$ cat config.mk
export PLATFORM = sky130hd
export DESIGN_NAME = ecc_memory
export DESIGN_NICKNAME = d
export VERILOG_FILES = /design/src/rtl/hamming_pkg.sv /design/src/rtl/ecc_mem_pkg.sv /design/src/rtl/hamming_encoder.sv /design/src/rtl/hamming_block_corrector.sv /design/src/rtl/hamming_corrector.sv /design/src/rtl/ecc_memory.sv
export VERILOG_INCLUDE_DIRS = /design/src /design/src/rtl
export SDC_FILE = /design/constraint.sdc
export NUM_CORES = 1
export LEC_CHECK = 0
export BUFFER_PORTS_ARGS = -buffer_cell sky130_fd_sc_hd__buf_2
export CORE_MARGIN = 2
export CORE_UTILIZATION = 50
export CTS_CLUSTER_SIZE = 10
export DETAILED_ROUTE_END_ITERATION = 7
export GPL_TIMING_DRIVEN = 1
export PLACE_DENSITY = 0.74
export SYNTH_ARGS = -nofsm -noshare
export SYNTH_HDL_FRONTEND = slang
export SYNTH_SLANG_ARGS = --single-unit
$ cat constraint.sdc
create_clock -name clk -period 7 [get_ports clk]
set_input_delay 0.7 -clock clk [delete_from_list [all_inputs] [get_ports clk]]
set_output_delay 0.7 -clock clk [all_outputs]
set_load 0.05 [all_outputs]
$ cat src/rtl/hamming.svh
/*
  Width helpers for Hamming single-error-correcting codes.
  Include this header in any module that sizes Hamming data, parity or block
  vectors from a parameter. Both macros fold to constants at elaboration.
*/

`ifndef HAMMING_SVH
`define HAMMING_SVH

// Smallest parity count p whose block of 2^p - 1 bits holds the data width
// Each step is the largest data width that p parity bits can protect
// p = 2 covers 1 bit
// p = 3 covers 4 bits
// p = 4 covers 11 bits
// p = 5 covers 26 bits
// p = 6 covers 57 bits
// p = 7 covers 120 bits
// p = 8 covers 247 bits
`define GET_HAMMING_PARITY_WIDTH(data_width) \
  (((data_width) <= 1)   ? 2 : \
   ((data_width) <= 4)   ? 3 : \
   ((data_width) <= 11)  ? 4 : \
   ((data_width) <= 26)  ? 5 : \
   ((data_width) <= 57)  ? 6 : \
   ((data_width) <= 120) ? 7 : \
   ((data_width) <= 247) ? 8 : 9)

// Largest data width protected by a given parity count
// Full block is 2^p - 1 positions and p of them carry parity
`define GET_HAMMING_DATA_WIDTH(parity_width) \
  ((1 << (parity_width)) - (parity_width) - 1)

// Block layout used across the project
// Position n (1-based) lives in block bit n-1
// Parity bit k sits at position 2^k, data fills the remaining positions in order
// A block narrower than the full 2^p - 1 is a prefix of the full block,
// so zero padding of the data only adds zero positions at the top end

`endif

$ cat src/rtl/hamming_pkg.sv
/*
  Position helpers shared by the Hamming encoder, corrector and memory.
  Positions are 1-based block indices, parity sits at the powers of two.
  Import with a wildcard in the module header of any user.
*/

`default_nettype none

package hamming_pkg;

  // Upper bound on loop iterations when walking parity positions
  localparam int HAMMING_MAX_PARITY = 16;

  // True for positions 1, 2, 4, 8 ...
  // Position 0 does not exist in the block
  function automatic bit hamming_is_parity_pos(input int pos);
    return (pos > 0) && ((pos & (pos - 1)) == 0);
  endfunction

  // Block position holding data bit i (i counts from 0)
  // Start one past the index and skip over every parity slot at or below it
  // Walking k upwards catches slots that the skipping itself moves past
  function automatic int hamming_data_pos(input int i);
    int pos;
    pos = i + 1;
    for (int k = 0; k < HAMMING_MAX_PARITY; k++) begin
      if ((1 << k) <= pos) begin
        pos++;
      end
    end
    return pos;
  endfunction

  // Quick sanity of the mapping
  //   data bit 0 -> position 3
  //   data bit 1 -> position 5
  //   data bit 3 -> position 7
  //   data bit 4 -> position 9

endpackage

`default_nettype wire

$ cat src/rtl/ecc_mem_pkg.sv
/*
  Command and response encodings of the ECC memory.
  Import with a wildcard wherever the command or status types are needed.
*/

`default_nettype none

package ecc_mem_pkg;

  // Command opcodes carried on cmd_op
  typedef enum logic [1:0] {
    OP_READ  = 2'd0,
    OP_WRITE = 2'd1,
    OP_FLIP  = 2'd2
  } ecc_op_e;

  // Read response status
  // Corrected means one bit was repaired before the data left the memory
  typedef enum logic {
    ST_CLEAN     = 1'b0,
    ST_CORRECTED = 1'b1
  } ecc_status_e;

  // Width of the saturating corrected-read counter
  localparam int ERR_COUNT_WIDTH = 16;

endpackage

`default_nettype wire

$ cat src/rtl/hamming_encoder.sv
/*
  Combinational Hamming encoder.
  Scatters data into the non-power-of-two positions of a block and fills
  each power-of-two position with the even parity of the positions it covers.
*/

`timescale 1ns/1ps
`default_nettype none

`include "hamming.svh"

module hamming_encoder
  import hamming_pkg::*;
#(
  parameter  int DATA_WIDTH   = 8,
  localparam int PARITY_WIDTH = `GET_HAMMING_PARITY_WIDTH(DATA_WIDTH),
  localparam int BLOCK_WIDTH  = DATA_WIDTH + PARITY_WIDTH
) (
  input  logic [DATA_WIDTH-1:0]  data,
  output logic [BLOCK_WIDTH-1:0] block
);

  // Data bits at their block positions, parity slots still zero
  logic [BLOCK_WIDTH-1:0] scattered;

  always_comb begin
    scattered = '0;
    for (int i = 0; i < DATA_WIDTH; i++) begin
      scattered[hamming_data_pos(i) - 1] = data[i];
    end
  end

  // Parity k covers every data position whose index has bit k set
  // Parity slots themselves are skipped so the order of fill does not matter
  always_comb begin
    logic parity;
    block = scattered;
    for (int k = 0; k < PARITY_WIDTH; k++) begin
      parity = 1'b0;
      for (int pos = 1; pos <= BLOCK_WIDTH; pos++) begin
        if (!hamming_is_parity_pos(pos) && pos[k]) begin
          parity = parity ^ scattered[pos-1];
        end
      end
      // Slot 2^k always falls inside the block for a valid parity count
      block[(1 << k) - 1] = parity;
    end
  end

endmodule

`default_nettype wire

$ cat src/rtl/hamming_block_corrector.sv
/*
  Combinational single-error corrector for a packed Hamming block.
  The syndrome points at the flipped position, zero means no error seen.
  Works on any block width, parity and data bits already interleaved.
*/

`timescale 1ns/1ps
`default_nettype none

module hamming_block_corrector #(
  parameter  int BLOCK_WIDTH    = 15,
  localparam int SYNDROME_WIDTH = $clog2(BLOCK_WIDTH + 1)
) (
  input  logic [BLOCK_WIDTH-1:0] block,
  output logic                   error,
  output logic [BLOCK_WIDTH-1:0] corrected_block
);

  // XOR of the 1-based indices of every set position
  logic [SYNDROME_WIDTH-1:0] syndrome;

  always_comb begin
    syndrome = '0;
    for (int pos = 1; pos <= BLOCK_WIDTH; pos++) begin
      if (block[pos-1]) begin
        syndrome = syndrome ^ SYNDROME_WIDTH'(pos);
      end
    end
  end

  // A syndrome past the last position can only come from multiple flips
  // in a shortened block, so leave such a block alone
  assign error = (syndrome != '0) && (int'(syndrome) <= BLOCK_WIDTH);

  // Invert the single addressed position
  always_comb begin
    corrected_block = block;
    for (int pos = 1; pos <= BLOCK_WIDTH; pos++) begin
      if (error && (int'(syndrome) == pos)) begin
        corrected_block[pos-1] = ~block[pos-1];
      end
    end
  end

endmodule

`default_nettype wire

$ cat src/rtl/hamming_corrector.sv
/*
  Hamming corrector for separate data and parity vectors.
  Pads the data to the full width of its parity count, packs a block,
  corrects it and unpacks both corrected data and corrected parity.
  Returning the parity lets a caller rebuild and store the repaired block.
*/

`timescale 1ns/1ps
`default_nettype none

`include "hamming.svh"

module hamming_corrector
  import hamming_pkg::*;
#(
  parameter  int DATA_WIDTH   = 8,
  localparam int PARITY_WIDTH = `GET_HAMMING_PARITY_WIDTH(DATA_WIDTH)
) (
  input  logic [DATA_WIDTH-1:0]   data,
  input  logic [PARITY_WIDTH-1:0] code,
  output logic                    error,
  output logic [DATA_WIDTH-1:0]   corrected_data,
  output logic [PARITY_WIDTH-1:0] corrected_code
);

  // Full-length block for this parity count
  localparam int PADDED_DATA_WIDTH  = `GET_HAMMING_DATA_WIDTH(PARITY_WIDTH);
  localparam int PADDED_BLOCK_WIDTH = PADDED_DATA_WIDTH + PARITY_WIDTH;

  logic [PADDED_DATA_WIDTH-1:0]  data_padded;
  logic [PADDED_BLOCK_WIDTH-1:0] block_padded;
  logic [PADDED_BLOCK_WIDTH-1:0] corrected_block_padded;
  logic [PADDED_DATA_WIDTH-1:0]  corrected_data_padded;

  // Zero extension, the extra data bits land at the top positions
  assign data_padded = PADDED_DATA_WIDTH'(data);

  // Pack data and parity into block order
  always_comb begin
    block_padded = '0;
    for (int i = 0; i < PADDED_DATA_WIDTH; i++) begin
      block_padded[hamming_data_pos(i) - 1] = data_padded[i];
    end
    for (int k = 0; k < PARITY_WIDTH; k++) begin
      block_padded[(1 << k) - 1] = code[k];
    end
  end

  hamming_block_corrector #(
    .BLOCK_WIDTH ( PADDED_BLOCK_WIDTH )
  ) block_corrector (
    .block           ( block_padded           ),
    .error           ( error                  ),
    .corrected_block ( corrected_block_padded )
  );

  // Unpack the repaired block
  always_comb begin
    corrected_data_padded = '0;
    corrected_code        = '0;
    for (int i = 0; i < PADDED_DATA_WIDTH; i++) begin
      corrected_data_padded[i] = corrected_block_padded[hamming_data_pos(i) - 1];
    end
    for (int k = 0; k < PARITY_WIDTH; k++) begin
      corrected_code[k] = corrected_block_padded[(1 << k) - 1];
    end
  end

  // Drop the padding
  assign corrected_data = corrected_data_padded[DATA_WIDTH-1:0];

endmodule

`default_nettype wire

$ cat src/rtl/ecc_memory.sv
/*
  ECC-protected memory with Hamming single-error correction and scrubbing.
  One single-cycle command per edge, no back-pressure. Reads answer with data
  and status one edge after acceptance, writes and flips give no response.
  A corrected read writes its repaired block back unless a command owns the port.
*/

`timescale 1ns/1ps
`default_nettype none

`include "hamming.svh"

module ecc_memory
  import ecc_mem_pkg::*, hamming_pkg::*;
#(
  parameter  int DATA_WIDTH     = 8,
  parameter  int DEPTH          = 16,
  localparam int PARITY_WIDTH   = `GET_HAMMING_PARITY_WIDTH(DATA_WIDTH),
  localparam int BLOCK_WIDTH    = DATA_WIDTH + PARITY_WIDTH,
  localparam int ADDR_WIDTH     = $clog2(DEPTH),
  localparam int FLIP_POS_WIDTH = $clog2(BLOCK_WIDTH + 1)
) (
  input  logic                       clk,
  input  logic                       rst_n,
  input  logic                       cmd_valid,
  input  ecc_op_e                    cmd_op,
  input  logic [ADDR_WIDTH-1:0]      cmd_addr,
  input  logic [DATA_WIDTH-1:0]      cmd_wdata,
  input  logic [FLIP_POS_WIDTH-1:0]  cmd_flip_pos,
  output logic                       rsp_valid,
  output logic [DATA_WIDTH-1:0]      rsp_data,
  output ecc_status_e                rsp_status,
  output logic [ERR_COUNT_WIDTH-1:0] error_count
);

  // Stored Hamming blocks, no reset
  logic [BLOCK_WIDTH-1:0] mem [DEPTH];

  // Command decode
  logic is_read;
  logic is_write;
  logic is_flip;

  assign is_read  = cmd_valid && (cmd_op == OP_READ);
  assign is_write = cmd_valid && (cmd_op == OP_WRITE);
  assign is_flip  = cmd_valid && (cmd_op == OP_FLIP);

  // Write path
  logic [BLOCK_WIDTH-1:0] enc_block;

  hamming_encoder #(
    .DATA_WIDTH ( DATA_WIDTH )
  ) encoder (
    .data  ( cmd_wdata ),
    .block ( enc_block )
  );

  // Flip mask, out of range positions give an all-zero mask
  logic [BLOCK_WIDTH-1:0] flip_mask;

  always_comb begin
    for (int b = 0; b < BLOCK_WIDTH; b++) begin
      flip_mask[b] = (cmd_flip_pos == FLIP_POS_WIDTH'(b));
    end
  end

  // Stage 1 holds the raw block read at the accepting edge
  logic                   s1_valid;
  logic [ADDR_WIDTH-1:0]  s1_addr;
  logic [BLOCK_WIDTH-1:0] s1_block;

  always_ff @(posedge clk or negedge rst_n) begin
    if (!rst_n) begin
      s1_valid <= 1'b0;
    end else begin
      s1_valid <= is_read;
    end
  end

  // Sees the array before any update at the same edge
  always_ff @(posedge clk) begin
    if (is_read) begin
      s1_addr  <= cmd_addr;
      s1_block <= mem[cmd_addr];
    end
  end

  // Split the block into data and parity for the corrector
  logic [DATA_WIDTH-1:0]   s1_data;
  logic [PARITY_WIDTH-1:0] s1_code;

  always_comb begin
    for (int i = 0; i < DATA_WIDTH; i++) begin
      s1_data[i] = s1_block[hamming_data_pos(i) - 1];
    end
    for (int k = 0; k < PARITY_WIDTH; k++) begin
      s1_code[k] = s1_block[(1 << k) - 1];
    end
  end

  logic                    corr_error;
  logic [DATA_WIDTH-1:0]   corr_data;
  logic [PARITY_WIDTH-1:0] corr_code;

  hamming_corrector #(
    .DATA_WIDTH ( DATA_WIDTH )
  ) corrector (
    .data           ( s1_data    ),
    .code           ( s1_code    ),
    .error          ( corr_error ),
    .corrected_data ( corr_data  ),
    .corrected_code ( corr_code  )
  );

  // Rebuild the repaired block for write-back
  logic [BLOCK_WIDTH-1:0] scrub_block;

  always_comb begin
    for (int i = 0; i < DATA_WIDTH; i++) begin
      scrub_block[hamming_data_pos(i) - 1] = corr_data[i];
    end
    for (int k = 0; k < PARITY_WIDTH; k++) begin
      scrub_block[(1 << k) - 1] = corr_code[k];
    end
  end

  // Single array write port
  // Commands win, a colliding scrub is simply lost
  logic                   scrub_req;
  logic                   wr_en;
  logic [ADDR_WIDTH-1:0]  wr_addr;
  logic [BLOCK_WIDTH-1:0] wr_block;

  assign scrub_req = s1_valid && corr_error;

  always_comb begin
    wr_en    = 1'b0;
    wr_addr  = cmd_addr;
    wr_block = enc_block;
    if (is_write) begin
      wr_en = 1'b1;
    end else if (is_flip) begin
      wr_en    = 1'b1;
      wr_block = mem[cmd_addr] ^ flip_mask;
    end else if (scrub_req) begin
      wr_en    = 1'b1;
      wr_addr  = s1_addr;
      wr_block = scrub_block;
    end
  end

  always_ff @(posedge clk) begin
    if (wr_en) begin
      mem[wr_addr] <= wr_block;
    end
  end

  // Stage 2 is the response register
  always_ff @(posedge clk or negedge rst_n) begin
    if (!rst_n) begin
      rsp_valid <= 1'b0;
    end else begin
      rsp_valid <= s1_valid;
    end
  end

  always_ff @(posedge clk) begin
    if (s1_valid) begin
      rsp_data   <= corr_data;
      rsp_status <= corr_error ? ST_CORRECTED : ST_CLEAN;
    end
  end

  // Corrected reads, saturating at all ones
  always_ff @(posedge clk or negedge rst_n) begin
    if (!rst_n) begin
      error_count <= '0;
    end else if (scrub_req && (error_count != '1)) begin
      error_count <= error_count + 1'b1;
    end
  end

endmodule

`default_nettype wire

==> results by group <==
CTS
  • Post-cts sizing count: 0
  • Worst-path clk slew: 60 ps
  • Clock Sink Count: 235
  • Longest Clk Path Bufs: 3
  • H-tree depth: 1
  • Clock insertion delay at the later pin of the skew report: 530 ps
  • CTS buffer count: 28
  • CTS root buffer: clkbuf_16
  • Hold_buf cts: 0
  • Setup bufs post-CTS: 0
  • CTS tree: done

Synthesis
  • EDFF count, synth: 217
  • Sequential share of the synthesized area: 69.6%
  • Yosys warns: 0
  • Synth cell count leaders: edfxtp_1, xnor2_1, mux4_2
  • Mapped Cells: 573
  • Yosys top cell area share: 65.1%
  • Ys async rst share: 7.66%
  • Syn nets: 595
  • Yosys reg bits: 235
  • Largest area contributor in the netlist: edfxtp_1
  • Top-count cell post-synth: edfxtp_1
  • Top_reg_cell synth: edfxtp_1
  • Synth top area cells: edfxtp_1, mux4_2, dfrtp_1, xnor2_1, mux2i_1
  • Syn Std Cell Area: 10000 um2
  • Avg Inst Size Synth: 17.5 um2
  • Unique masters post-synth: 44

Cells and area
  • Number of diodes: 0
  • Syn-to-layout area delta: 13.8%
  • Fillers: 1459
  • Share of post-route cells with drive strength above 1: 21.6%
  • Non-Filler Instances: 914
  • Reg area: 6970 um2
  • Nets: 658
  • Multi-input gate area: 2940 um2

Global route
  • Largest net degree at the start of global routing: 49
  • GRT Overall Usage: 21.5%
  • Initial antenna violation count: 0
  • Grt ovf: 0
  • Number of global-route vias before repair: 5664
  • First-pass GRT wire length: 34400 um

Worst setup path
  • CP startpoint: s1_block[4]
  • Setup crit start kind: flop
  • Worst EP required: 7130 ps
  • Reg2Reg Launch Point: s1_block[4]
  • CP arrival: 4480 ps
  • Worst Setup Path Type: flop to flop
  • Crit. End Element: flop
  • Critical path fanouts, max: 13

STA
  • Slew Viols, Final: 0
  • Fmax achieved: 230 MHz
  • Final Hold Fails: 0
  • RSZ-0062 raised after global routing: false
  • Period utilization: 62.2%
  • Final Setup Violations: 0
  • Worst-margin pin slew: 1310 ps
  • Clock Skew: 13.9 ps
  • Final min period: 4350 ps
  • Slew HR: 12.4%
  • Setup TNS: 0 ps

Floorplanning
  • Die width: 145 um
  • Core area: 19500 um2
  • Num rows: 51
  • Initial core utilization: 51.3%
  • Die Ht: 145 um
  • IO Pins: 47
  • Die ar.: 21200 um2

Place
  • Placed cell count: 870
  • DP Wirelength: 15400 um
  • Gpl congestion: 0.903
  • Port-buffer cells: 46

Routing
  • Final ANT Viol Nets: 0
  • Per-cell routed wire length: 25.1 um
  • DRC: 0
  • Vias: 5693
  • Drt via density: 6.23
  • First drt pass iteration count: 6
  • DR iter-0 viols: 621
  • Final wirelength: 22900 um

Power
  • VDD IR-drop max: 215 uV
  • PD cells: 290 nW/um2
  • Leakage: 3.89 nW

Run
  • Max_cap viols: 0

Worst hold path
  • Min-Delay Path Class: input port to asynchronous set/reset pin

Status
  • Outcome: completed
[worst max-delay path: stages (launching register included)]
cell and delay, ps:
edfxtp_1 460, xnor2_2 350, xnor3_1 650, o41ai_4 210
nor2_1 890, nand3b_1 300, o22ai_1 1060
[power breakdown]
part	switching [W]	internal, W	leakage, nW
clock	0.000511	0.000779	0.395
combinational	0.000262	0.000112	1.28
sequential	0.0000267	0.00161	2.21
total	0.000799	0.00251	3.89
[metrics by stage]
step	hold WS, ps	area, um2	worst slack (ps)	util (%)	total power, W
after floorplan	404	10000	4040	-	0.00191
after global placement	478	10500	2780	53.8	0.00202
after detailed placement	478	10500	2580	54.0	0.00204
after CTS	92.6	11400	2580	58.2	0.00331
after global routing	113	11400	2510	58.3	0.00340
final	95.7	11400	2650	58.3	0.00330
[path summary, 6_finish.rpt]
check                                        to  slack (ps)  cells after the start
worst max register to register       mem[10][1]        2650                      6
worst max-delay path                 mem[10][1]        2650                      6
worst min-delay path            error_count[10]         100                      1
max in group asynchronous        error_count[4]        6620                      1
worst min register to register  error_count[15]         480                      1
min in group clk                error_count[15]         480                      1
[routing by layer]
layer  share of wire [%]  vias up  wire, um  GRT usage (%)
li1                    -     2433         -              -
met1                  40     2856      9130           30.4
met2                  47      348     10800           34.2
met3                  10       56      2320           4.70
met4                 3.0        0       687           5.93
met5                   0        -         0              0
[cell usage in the layout, fill, tap and decap left out, types with 6 or more instances in the layout]
master / count
and2_1: 6
mux4_2: 39
xnor2_1: 49
a221o_1: 11
inv_1: 8
nand2b_1: 8
buf_4: 11
nand4_1: 17
a221oi_1: 8
mux2i_1: 20
o22ai_1: 10
clkbuf_16: 29
a22oi_1: 17
dfrtp_1: 18
nand3_1: 8
nor2_1: 27
buf_2: 45
xor2_1: 11
nand2_1: 19
nor3_1: 8
clkbuf_1: 10
edfxtp_1: 217
[sequential cells by signal (all words and copies together), names as in the netlist]
signal and cells:
error_count 16, rsp_status 1, s1_valid 1, mem 192, s1_addr 4, s1_block 12
rsp_data 8, rsp_valid 1
[area by class of cell]
cell class                      instances  area share, %
Multi-Input combinational cell        307           25.8
Inverter                                8          0.264
Sequential cell                       235           61.2
Clock inverter                          1         0.0769
Clock buffer                           42           7.06
Timing Repair Buffer                   56           2.70
Tap cell                              265           2.91
[logic make-up after synthesis]
| family | Yosys count | share of synthesized area, % |
|---|---|---|
| buffers and inverters | 31 | 1.33 |
| DFF | 235 | 69.6 |
| muxes | 60 | 10.9 |
| adders and majority gates | 1 | 0.125 |
| and+or+nand+nor | 113 | 5.81 |
| xor gates and xnor gates | 67 | 6.80 |
| AOI/OAI and AO/OA | 66 | 5.44 |
Note: power is estimated with default switching activity, not from simulation.
